===== src/source/line_cam_pkg.sv =====
// Shared defaults for the line camera. FRAME_WIDTH must be a multiple of PIXELS_PER_BYTE
// Camera bytes alternate luma and chroma, starting with luma
package line_cam_pkg;

    // ----------------------------------------------------------
    // Frame geometry and threshold defaults
    // ----------------------------------------------------------
    parameter int DEFAULT_FRAME_WIDTH  = 320;   // Pixels per line
    parameter int DEFAULT_FRAME_HEIGHT = 240;   // Lines per frame

    // Pixel is 1 only when luma is strictly above this
    parameter logic [7:0] DEFAULT_THRESHOLD = 8'd128;

    // ----------------------------------------------------------
    // Fixed structure constants
    // ----------------------------------------------------------
    parameter int SYNC_STAGES     = 2;          // Input synchronizer depth, at least 2
    parameter int PIXELS_PER_BYTE = 8;          // One bit per pixel in the store

    // Camera data byte
    typedef logic [7:0] luma_t;

endpackage


===== src/source/pixel_capture.sv =====
// Camera pins are sampled as slow levels on clk; pclk must stay high and low 4+ clocks
// Bytes outside an armed frame (before vsync or after the last line) are dropped
`timescale 1ns/1ps

module pixel_capture #(
    parameter int                  FRAME_WIDTH  = line_cam_pkg::DEFAULT_FRAME_WIDTH,
    parameter int                  FRAME_HEIGHT = line_cam_pkg::DEFAULT_FRAME_HEIGHT,
    parameter line_cam_pkg::luma_t THRESHOLD    = line_cam_pkg::DEFAULT_THRESHOLD
) (
    input  logic                clk,
    input  logic                nreset,
    input  logic                cam_pclk,
    input  logic                cam_vsync,
    input  logic                cam_href,
    input  line_cam_pkg::luma_t cam_data,
    output logic                pix_valid,
    output logic                pix_bit,
    output logic                frame_done
);

    localparam int SYNC = line_cam_pkg::SYNC_STAGES;
    localparam int PW   = (FRAME_WIDTH > 1) ? $clog2(FRAME_WIDTH) : 1;
    localparam int LW   = (FRAME_HEIGHT > 1) ? $clog2(FRAME_HEIGHT) : 1;
    localparam logic [PW-1:0] PIX_LAST  = PW'(FRAME_WIDTH - 1);
    localparam logic [LW-1:0] LINE_LAST = LW'(FRAME_HEIGHT - 1);

    // ----------------------------------------------------------
    // Input synchronizers and edge detect
    // ----------------------------------------------------------
    logic [SYNC-1:0]     pclk_sync, vsync_sync, href_sync;
    logic                pclk_last, vsync_last;
    line_cam_pkg::luma_t data_sync [SYNC];

    always_ff @(posedge clk or negedge nreset) begin
        if (!nreset) begin
            pclk_sync  <= '0;
            vsync_sync <= '0;
            href_sync  <= '0;
            pclk_last  <= 1'b0;
            vsync_last <= 1'b0;
        end else begin
            pclk_sync  <= {pclk_sync[SYNC-2:0], cam_pclk};
            vsync_sync <= {vsync_sync[SYNC-2:0], cam_vsync};
            href_sync  <= {href_sync[SYNC-2:0], cam_href};
            pclk_last  <= pclk_sync[SYNC-1];
            vsync_last <= vsync_sync[SYNC-1];
        end
    end

    // Data follows the same path as the strobes
    always_ff @(posedge clk) begin
        data_sync[0] <= cam_data;
        for (int i = 1; i < SYNC; i++) begin
            data_sync[i] <= data_sync[i-1];
        end
    end

    wire pclk_rise  = pclk_sync[SYNC-1] & ~pclk_last;
    wire vsync_rise = vsync_sync[SYNC-1] & ~vsync_last;

    // ----------------------------------------------------------
    // Byte take, one stage ahead of the pixel decision
    // ----------------------------------------------------------
    logic                take;      // Byte inside an armed line
    logic                armed;     // Between vsync and last pixel
    line_cam_pkg::luma_t byte_q;

    always_ff @(posedge clk or negedge nreset) begin
        if (!nreset) begin
            take <= 1'b0;
        end else begin
            take <= pclk_rise & href_sync[SYNC-1] & armed;
        end
    end

    always_ff @(posedge clk) begin
        if (pclk_rise) byte_q <= data_sync[SYNC-1];
        pix_bit <= (byte_q > THRESHOLD);   // Strictly greater
    end

    // ----------------------------------------------------------
    // Luma/chroma phase, pixel and line counters
    // ----------------------------------------------------------
    logic          chroma;      // 0 = next byte is luma
    logic [PW-1:0] pix_cnt;
    logic [LW-1:0] line_cnt;

    always_ff @(posedge clk or negedge nreset) begin
        if (!nreset) begin
            armed      <= 1'b0;
            chroma     <= 1'b0;
            pix_cnt    <= '0;
            line_cnt   <= '0;
            pix_valid  <= 1'b0;
            frame_done <= 1'b0;
        end else begin
            pix_valid  <= 1'b0;
            frame_done <= 1'b0;
            if (vsync_rise) begin               // New frame wins over a byte in flight
                armed    <= 1'b1;
                chroma   <= 1'b0;
                pix_cnt  <= '0;
                line_cnt <= '0;
            end else if (take) begin
                if (!chroma) begin
                    pix_valid <= 1'b1;
                    chroma    <= 1'b1;
                    // Last pixel of the last line closes the frame
                    if (pix_cnt == PIX_LAST && line_cnt == LINE_LAST) begin
                        frame_done <= 1'b1;
                        armed      <= 1'b0;
                    end
                end else begin
                    chroma <= 1'b0;             // Pair complete
                    if (pix_cnt == PIX_LAST) begin
                        pix_cnt  <= '0;
                        line_cnt <= line_cnt + 1'b1;
                    end else begin
                        pix_cnt <= pix_cnt + 1'b1;
                    end
                end
            end
        end
    end

endmodule


===== config.mk =====
export PLATFORM = sky130hd
export DESIGN_NAME = pixel_capture
export DESIGN_NICKNAME = d
export VERILOG_FILES = /design/src/source/line_cam_pkg.sv /design/src/source/pixel_capture.sv
export SDC_FILE = /design/constraint.sdc
export NUM_CORES = 1
export LEC_CHECK = 0
export CAP_MARGIN = 20
export CORE_MARGIN = 1.5
export CORE_UTILIZATION = 25
export CTS_CLUSTER_DIAMETER = 120
export DETAILED_ROUTE_END_ITERATION = 10
export DONT_BUFFER_PORTS = 1
export GPL_TIMING_DRIVEN = 0
export PLACE_DENSITY = 0.4
export RECOVER_POWER = 25
export SLEW_MARGIN = 20
export SYNTH_ARGS = -nofsm -noshare
export SYNTH_HDL_FRONTEND = slang
export SYNTH_SLANG_ARGS = --single-unit

===== constraint.sdc =====
create_clock -name clk -period 4.1 [get_ports clk]
set_input_delay 1.23 -clock clk [delete_from_list [all_inputs] [get_ports clk]]
set_output_delay 1.23 -clock clk [all_outputs]
set_load 0.005 [all_outputs]

==> results.yml <==
clock_tree:
  clkLatencyLatePin_ns: 0.30
  htree_levels: 2
  ctsHoldBuffers: 0
  cts_root_buffer: "clkbuf_8"
  post_cts_resize_count: 0
  clkTransAtPathRegs_ns: 0.10
  cts_tree: "yes"
  clock-sinks: 55
  cts_buffers: 5
  cts_buffer_depth: 2
  post_cts_buffers: 0
logic_synthesis:
  synth_most_common_cell: "dfrtp_1"
  synth_top_family_by_area: "simple AND/OR/NAND/NOR gates"
  synth_edf_count: 8
  yosys_warnings: 0
  yosys.area_share.simple_pct: 15.9
  synth_seq_cells: 55
  yosysSeqAreaShare_pct: 68.0
  syn_area_mm2: 0.00196
  synth_cell_types: 41
  ys.flop_type: "dfrtp_1"
  syn_inst: 154
  async_reset_ff_share_pct: 54.5
  synth_area_leaders: "dfrtp_1 (38%), dfxtp_1 (17%), edfxtp_1 (12%)"
  synthMuxAreaShare_pct: 0.512
  yosys.area.top_type: "dfrtp_1"
  synthTopCellsByCount: "dfrtp_1 (30), dfxtp_1 (17), nor2_1 (15)"
  synthXorXnorAreaFrac_pct: 3.58
  netlist.area_leader.share_pct: 38.4
  synth_fa_ha_area_share_pct: 1.28
  synth-compound-area-share_pct: 9.08
  synth.avg_cell_area_um2: 12.7
  syn-num-nets: 169
sta:
  fin_skew_ns: 0.00754
  tns_ns: 0
  max_freq_ghz: 0.511
  max_slew.worst_pin.slew_ns: 0.715
  post-route-period-util_pct: 47.7
  hold_viol: 0
  min_period_ns: 1.96
  finalSetupViolCount: 0
  slew_viol_final: 0
  hold_ws_ns: 0.336
  rsz0062_at_grt: "no"
  maxSlewHeadroom_pct: 52.2
global_route:
  grt_usage_pct: 8.85
  grt_remaining_overflow: 0
  antenna_found_initial: 0
  grt_max_degree: 31
  grt_pass1_vias: 1210
  grt_pass1_wl_mm: 5.75
worst_hold_path:
  worstHoldStart: "data_sync[0][3]"
  min_path_type: "reg2reg"
  min_to: "data_sync[1][3]"
  holdPathStages: 0
pwr:
  power_density_mw_per_mm2: 442
  ir_drop_mv: 0.164
  power_leakage_nw: 0.904
die:
  coreArea_mm2: 0.00765
  die_h_um: 91.5
  rows: 32
  initial_core_util_pct: 25.6
  die_w_um: 91.5
  die_area_mm2: 0.00837
  pin_count: 16
layout:
  fillerInstances: 770
  fin_util_pct: 28.8
  design_area_mm2: 0.00220
  drive_above_1_share_pct: 9.26
  num-nets-final: 176
  stdcell_count: 264
  insertedDiodeCount: 0
  area_growth_pct: 12.6
setup_path:
  reg2regPathDepth: 6
  worstSetupPathType: "reg2reg"
  critPathMaxFanout: 10
  r2r_slack_ns: 2.14
  critPathArrivalTime_ns: 2.16
  cp_slowest_cell: "o31ai_1"
  rr_endpoint: "line_cnt[6]"
  cp-end-kind: "register"
  slowest_delay_ns: 0.43
  required_ns: 4.30
  r2r_start: "pix_cnt[0]"
  start_kind: "register"
  crit_chain: "ha_1, nand4b_1, o31ai_1, buf_2, a31o_2, nand2_1"
status:
  status: "completed"
placement:
  io_buffers: 0
  dpl.cell_count: 256
  dpl-instance-area_mm2: 0.00208
  dp_hpwl_mm: 2.32
  place.gp.congestion: 0.773
run:
  maxCapViolations: 0
drt:
  drt-wirelength-per-cell_um: 12.4
  viasPerCell: 4.24
  drt-initial-drc-count: 67
  dr_total_vias: 1119
  drc: 0
  antenna_left: 0
  totalWireLength_mm: 3.27
  first_pass_iters: 4
-- worst max path at each step --
stage,start,endpoint,slack [ns]
after floorplan,pix_cnt[0],line_cnt[7],2.41
after detailed placement,pix_cnt[0],line_cnt[6],2.14
after global routing,pix_cnt[0],line_cnt[6],2.01
after global placement,pix_cnt[0],line_cnt[6],2.17
after CTS,pix_cnt[0],line_cnt[6],2.12
final,pix_cnt[0],line_cnt[6],2.14
-- cell type report --
type                            instances  area [um2]  area share (%)
Tap cell                              102         128            5.79
Buffer                                  4        17.5           0.795
Inverter                                4        15.0           0.681
Sequential cell                        55        1330            60.4
Multi-Input combinational cell         91         593            26.9
Clock buffer                            5        68.8            3.12
Clock inverter                          3        50.0            2.27
-- critical path, delay by kind of cell (launching register included) --
family                     cells  cell delay (ns)
AOI/OAI and AO/OA              2             0.61
DFF                            1             0.41
buffers and inverters          1             0.30
and+or+nand+nor                2             0.28
adders and majority gates      1             0.24
-- cells by family after synthesis --
logic type / Yosys count
muxes: 1
xor gates and xnor gates: 8
adders and majority gates: 2
buffers and inverters: 8
and+or+nand+nor: 57
DFF: 55
AOI/OAI and AO/OA: 23
-- state kept, by name (all words and copies together) (netlist names) --
| register | cells |
|---|---|
| data_sync | 16 |
| pix_cnt | 9 |
| byte_q | 8 |
| line_cnt | 8 |
| href_sync | 2 |
| pclk_sync | 2 |
| vsync_sync | 2 |
| armed | 1 |
| chroma | 1 |
| frame_done | 1 |
| pclk_last | 1 |
| pix_bit | 1 |
| pix_valid | 1 |
| take | 1 |
| vsync_last | 1 |
-- placed cells by master (no fill, tap or decap), drive strengths merged, types with 5 or more instances in the layout --
cell	Yosys	layout
dfrtp	30	30
dfxtp	17	17
nor2	15	15
nand2	12	12
edfxtp	8	8
clkbuf	2	7
xnor2	6	6
o21ai	6	6
inv	4	6
nand3	5	5
nand4	5	5
-- through the flow --
stage,power [mW],setup WS [ns]
floorplan,0.607,2.41
global placement,0.614,2.17
detailed placement,0.616,2.14
CTS,0.992,2.12
global route,1.02,2.01
finish,0.974,2.14
-- layer usage --
layer  track usage [%]  up-vias  part of all wire, %
met4              4.04        0                  1.4
met3              2.51        2                  3.1
met2              13.8       20                   46
met5                 0        -                    0
li1                  -      557                    -
met1              11.3      540                   49
-- power breakdown --
group / leakage [nW] / switching (mW) / internal, mW
Combinational: 0.232 / 0.0153 / 0.00790
Clock: 0.0607 / 0.183 / 0.189
Sequential: 0.611 / 0.00799 / 0.572
Power figures use the tool's default switching activity.
