--- config.mk ---
export PLATFORM = sky130hd
export DESIGN_NAME = spi_frame_reader
export DESIGN_NICKNAME = d
export VERILOG_FILES = /design/src/source/line_cam_pkg.sv /design/src/source/spi_frame_reader.sv
export SDC_FILE = /design/constraint.sdc
export NUM_CORES = 1
export LEC_CHECK = 0
export BUFFER_PORTS_ARGS = -buffer_cell sky130_fd_sc_hd__buf_2
export CAP_MARGIN = 20
export CORE_MARGIN = 8
export CORE_UTILIZATION = 30
export DETAILED_ROUTE_END_ITERATION = 16
export GPL_TIMING_DRIVEN = 0
export SLEW_MARGIN = 20
export SYNTH_ARGS = -nofsm -noshare
export SYNTH_HDL_FRONTEND = slang
export SYNTH_SLANG_ARGS = --single-unit
--- constraint.sdc ---
create_clock -name clk -period 3 [get_ports clk]
set_input_delay 0.6 -clock clk [delete_from_list [all_inputs] [get_ports clk]]
set_output_delay 0.6 -clock clk [all_outputs]
set_load 0.02 [all_outputs]
--- src/source/line_cam_pkg.sv ---
// Shared defaults for the line camera. FRAME_WIDTH must be a multiple of PIXELS_PER_BYTE
// Camera bytes alternate luma and chroma, starting with luma
package line_cam_pkg;

    // ----------------------------------------------------------
    // Frame geometry and threshold defaults
    // ----------------------------------------------------------
    parameter int DEFAULT_FRAME_WIDTH  = 320;   // Pixels per line
    parameter int DEFAULT_FRAME_HEIGHT = 240;   // Lines per frame

    // Pixel is 1 only when luma is strictly above this
    parameter logic [7:0] DEFAULT_THRESHOLD = 8'd128;

    // ----------------------------------------------------------
    // Fixed structure constants
    // ----------------------------------------------------------
    parameter int SYNC_STAGES     = 2;          // Input synchronizer depth, at least 2
    parameter int PIXELS_PER_BYTE = 8;          // One bit per pixel in the store

    // Camera data byte
    typedef logic [7:0] luma_t;

endpackage

--- src/source/spi_frame_reader.sv ---
// SPI mode 0 slave, read only; wait 8+ clocks after ncs falls, sck half period 8+ clocks
// Reads wrap to byte 0 after the last byte of the frame
`timescale 1ns/1ps

module spi_frame_reader #(
    parameter int  FRAME_WIDTH  = line_cam_pkg::DEFAULT_FRAME_WIDTH,
    parameter int  FRAME_HEIGHT = line_cam_pkg::DEFAULT_FRAME_HEIGHT,
    localparam int BYTES        = FRAME_WIDTH * FRAME_HEIGHT / line_cam_pkg::PIXELS_PER_BYTE,
    localparam int AW           = (BYTES > 1) ? $clog2(BYTES) : 1
) (
    input  logic                clk,
    input  logic                nreset,
    input  logic                spi_sck,
    input  logic                spi_ncs,
    input  line_cam_pkg::luma_t rd_data,
    input  logic                frame_ready,
    output logic [AW-1:0]       rd_addr,
    output logic                spi_miso
);

    localparam int SYNC  = line_cam_pkg::SYNC_STAGES;
    localparam logic [AW-1:0] ADDR_LAST = AW'(BYTES - 1);

    // ----------------------------------------------------------
    // SPI pin synchronizers
    // ----------------------------------------------------------
    logic [SYNC-1:0] sck_sync, ncs_sync;
    logic            sck_last, ncs_last;

    always_ff @(posedge clk or negedge nreset) begin
        if (!nreset) begin
            sck_sync <= '0;
            ncs_sync <= '1;             // Deselected
            sck_last <= 1'b0;
            ncs_last <= 1'b1;
        end else begin
            sck_sync <= {sck_sync[SYNC-2:0], spi_sck};
            ncs_sync <= {ncs_sync[SYNC-2:0], spi_ncs};
            sck_last <= sck_sync[SYNC-1];
            ncs_last <= ncs_sync[SYNC-1];
        end
    end

    wire sck_fall = ~sck_sync[SYNC-1] & sck_last;
    wire ncs_fall = ~ncs_sync[SYNC-1] & ncs_last;
    wire ncs_rise = ncs_sync[SYNC-1] & ~ncs_last;

    // Wrapping byte address
    wire [AW-1:0] addr_next = (rd_addr == ADDR_LAST) ? '0 : rd_addr + 1'b1;

    // ----------------------------------------------------------
    // Transfer control and shifter
    // ----------------------------------------------------------
    logic       xfer;           // Frame was ready at select
    logic [1:0] prime;          // Waits out the read latency for byte 0
    logic [2:0] bit_cnt;        // sck falls within the byte
    logic [7:0] shifter;

    always_ff @(posedge clk or negedge nreset) begin
        if (!nreset) begin
            xfer    <= 1'b0;
            prime   <= '0;
            bit_cnt <= '0;
            shifter <= '0;
            rd_addr <= '0;
        end else begin
            prime <= {prime[0], 1'b0};
            if (ncs_rise) begin
                xfer    <= 1'b0;
                prime   <= '0;
                shifter <= '0;
            end else if (ncs_fall) begin
                xfer    <= frame_ready; // No frame, shifter stays 0
                prime   <= {1'b0, frame_ready};
                bit_cnt <= '0;
                shifter <= '0;
                rd_addr <= '0;
            end else if (prime[1]) begin
                shifter <= rd_data;     // Byte 0
                rd_addr <= addr_next;   // Prefetch byte 1
            end else if (xfer && sck_fall) begin
                bit_cnt <= bit_cnt + 1'b1;
                if (bit_cnt == 3'd7) begin
                    shifter <= rd_data; // Prefetched byte
                    rd_addr <= addr_next;
                end else begin
                    shifter <= {shifter[6:0], 1'b0};
                end
            end
        end
    end

    // Line is quiet while deselected
    assign spi_miso = ~spi_ncs & shifter[7];

endmodule

==> impl.org <==
** GRT
- In the global route stage, overall resource usage came out at approximately a tenth.
- The number of global-route vias before repair is 1367.
- Initial antenna violation count :: 0
- Wire length of the first global-routing pass :: ~6600 um
- For this run the aggregate overflow at the end of global routing stands at 0.
- Entering global routing, the biggest net connects 35 pins.

** Worst hold path
- The worst hold path belongs to the class reg -> reg.
- Counting instances, the worst hold path has a depth of 0.
- In this run the most critical hold path is launched from sck_sync[0]$_DFF_PN0_.

** Finish
- After the last flow step, the layout net total stands at roughly 220.
- Cells fill 37.7% of the core in the end.
- Leaving out fill and tap cells, the most frequent cell in the layout is sky130_fd_sc_hd__dfrtp_1.
- Proportion of layout cells with a drive suffix above 1 :: between 20% and 30%
- 0 antenna diodes ended up in the layout.
- The library cells used most frequently in the layout, excluding fill and tap cells, are sky130_fd_sc_hd__dfrtp_1 (31), sky130_fd_sc_hd__buf_2 (28), sky130_fd_sc_hd__nand2_1 (20).
- Layout overhead on the synthesized area :: 21.4%
- Final-layout fill cell count :: ~600

** Setup path
- Number of buffer and inverter stages on the critical path :: 3
- Counting buffers and inverters, the worst setup path is 7 cells deep.
- Most prevalent standard cell on the critical path :: sky130_fd_sc_hd__inv_1
- Type of the worst setup path :: reg -> reg
- Setup crit start kind :: flip-flop
- R2R Path Start :: ncs_sync[1]$_DFF_PN1_
- Arrival time of data at the critical path endpoint :: roughly 2500 ps
- Tracing the worst setup path back leads to its startpoint at ncs_sync[1]$_DFF_PN1_.
- STA classifies the critical path endpoint as a flip-flop.
- Cells traversed along the worst timing path :: inv_1, ha_1, inv_1, a311oi_1, buf_2, nand2_1, o31ai_1
- Cell class contributing the biggest share of worst-path delay :: compound AO/OA/AOI/OAI gates
- The worst register-to-register path has a depth of 7.
- The slowest stage of the critical path is the sky130_fd_sc_hd__a311oi_1 cell.
- Peak fanout along the critical path :: 10
- Critical Path RT :: roughly 3200 ps
- For this run, the slowest stage of the critical path takes 750 ps.

** Logic synthesis
- For this run, the number of Yosys warnings is 0.
- Post-Synthesis Cells :: 162
- Proportion of synthesized chip area in sequential cells :: between 40 and 50%
- In this run the mean area of a mapped cell was 10.6 um2.
- Synthesis inferred 34 register bits.
- Predominant post-synthesis flop cell :: sky130_fd_sc_hd__dfrtp_1
- In this run the cell area of the synthesized design comes to 0.00172 mm2.
- Number of nets in the synthesized netlist :: approximately 180
- For this run, asynchronously set or reset flops after synthesis account for 100%.
- In this run, distinct cell masters in the synthesized netlist total 44.
- Counting flops with a built-in enable in the synthesized netlist gives 0.

** STA
- After layout, the minimum clock period comes to 2290 ps.
- In this run the tightest slew margin relative to its limit is 37.8%.
- Max Clk Rate :: 437 MHz
- Unrepaired setup endpoints after global routing :: no
- Final Hold Fails :: 0
- Worst slew pin tran :: around 930 ps
- Final period util :: 76.2%
- Clock skew on the completed layout was measured at 10.8 ps.
- Setup violations remaining at the end of the flow were counted as 0.
- Setup total negative slack on the finished layout was measured at 0 ps.
- Final max-slew violation count :: 0
- Setup slack on the critical path of the routed design comes to ~700 ps.
- Final Hold Slack :: 351 ps

** Die
- For this configuration, the core starts out at a cell density of 31.1%.
- Core region area :: 0.00554 mm2
- Width of the die :: 91.7 um
- From bottom edge to top edge, the die measures 91.7 um.
- IO Pins :: 28
- Number of standard-cell rows in the floorplan :: 27
- The die covers 0.00841 mm2.

** Clock network
- TritonCTS Buffers :: 5
- TritonCTS clock tree :: yes
- Clock latency reported for the late side of the worst-skew pair :: between 200 and 300 ps
- Clk sink count :: 34
- CTS built an H-tree with a depth of 2.
- After clock tree synthesis, the setup repair step added 0 buffers.
- Number of hold buffers added after CTS :: 0
- Buffer depth of the longest clock path :: 2
- PostCTS Resize Cnt :: 0
- CTS placed an instance of sky130_fd_sc_hd__clkbuf_8 at the clock tree root.
- After clock tree synthesis, the clock-pin slew on the worst setup and hold paths is 70 ps.

** Drt
- Starting DRC count in detailed routing :: between 90 and 100
- Via Count :: 1362
- The detail route stage leaves a number of antenna-violating nets equal to 0.
- For this run, design rule violations remaining after detail routing come to 0.
- After detailed routing, the average wire length per cell comes to 14.0 um.
- Final routed wirelength across all metal layers :: 3760 um
- Using the TritonRoute via totals, the vias-per-cell ratio works out to 5.06.
- The first TritonRoute pass finished after 5 iterations.

** Job
- Max-cap violations in this run came to 0.

** Placement
- Estimated wirelength of the detail-placed design :: between 2000 and 3000 um
- Post-placement worst setup slack :: 734 ps
- Input and output buffers added on the ports amount to 27.
- Final RePlAce weighted congestion :: 0.749

** Power and ir drop
- For this design the static power due to leakage is 0.00101 uW.
- Overall power consumption after layout is estimated at 1260 uW.
- The worst-case IR drop observed on VDD is 0.000215 V.
- Cell Pwr Density :: 601 mW/mm2

** Status
- Result of the run :: finished, final reports clean
metrics by stage:
stage / cells / instance area, um2
detailed placement: 261 / 1950
CTS: 269 / 2090
global placement: 261 / 1950
global route: 269 / 2090
finish: 269 / 2090
floorplan: 162 / 1720
final timing paths:
| check | to | slack [ps] |
|---|---|---|
| min reg2reg | sck_sync[1]$_DFF_PN0_ | 350 |
| max in group asynchronous | bit_cnt[0]$_DFFE_PN0P_ | 2120 |
| min | sck_sync[1]$_DFF_PN0_ | 350 |
| min in group asynchronous | shifter[7]$_DFFE_PN0P_ | 380 |
| max reg2reg | shifter[7]$_DFFE_PN0P_ | 710 |
| max | shifter[7]$_DFFE_PN0P_ | 710 |
cells by family (layout without fill, tap and decap cells):
group           Yosys count  count (layout)  share of synthesized area [%]
buf+inv                  13              48                           4.22
compound gates           41              41                           16.9
flops                    34              34                           49.7
simple gates             57              57                           18.5
xor+xnor                  3               3                           1.53
mux                       8               8                           4.73
fa+ha+maj                 6               6                           4.36
sequential cells by signal, indices dropped and copies added, names as in the netlist:
| signal | cells |
|---|---|
| rd_addr | 14 |
| ncs_last | 1 |
| shifter | 8 |
| sck_sync | 2 |
| xfer | 1 |
| prime | 2 |
| ncs_sync | 2 |
| sck_last | 1 |
| bit_cnt | 3 |
power breakdown:
group          switching (uW)  leakage, uW  internal [uW]  total (uW)
clock network             172    0.0000714            354         526
registers                48.4     0.000444            504         552
logic                     103     0.000490           74.1         177
total                     323      0.00101            932        1260
synth_stat cells, drive strengths merged, types with 3 or more instances:
cell type / number / share of area [%]
a21oi: 8 / 2.5
a22oi: 3 / 1.3
and3: 3 / 1.1
and4: 3 / 1.5
buf: 4 / 2.3
dfrtp: 31 / 45
dfstp: 3 / 4.6
ha: 6 / 4.4
inv: 7 / 1.5
mux2i: 7 / 4.1
nand2: 20 / 4.4
nand3: 5 / 1.5
nor2: 7 / 1.5
o21ai: 9 / 2.8
o31ai: 11 / 4.8
or4: 3 / 1.5
layer usage:
metal | GRT usage (%) | wire length, um | vias to the layer above
met3 | 2.12 | 122 | 6
met1 | 11.7 | 1720 | 664
li1 | - | - | 668
met4 | 5.64 | 92 | 0
met5 | 0 | 0 | -
met2 | 14.8 | 1820 | 24
layout make-up:
cell class	instances	area, um2	area share [%]
multi-input cells	115	793	38.0
clock inverters	2	60.1	2.88
inverters	7	26.3	1.26
repair buffers	27	135	6.47
clock buffers	6	82.6	3.95
flip-flops and latches	34	855	40.9
well taps	72	90.1	4.31
plain buffers	6	46.3	2.22
Note: power is estimated with default switching activity, not from simulation.
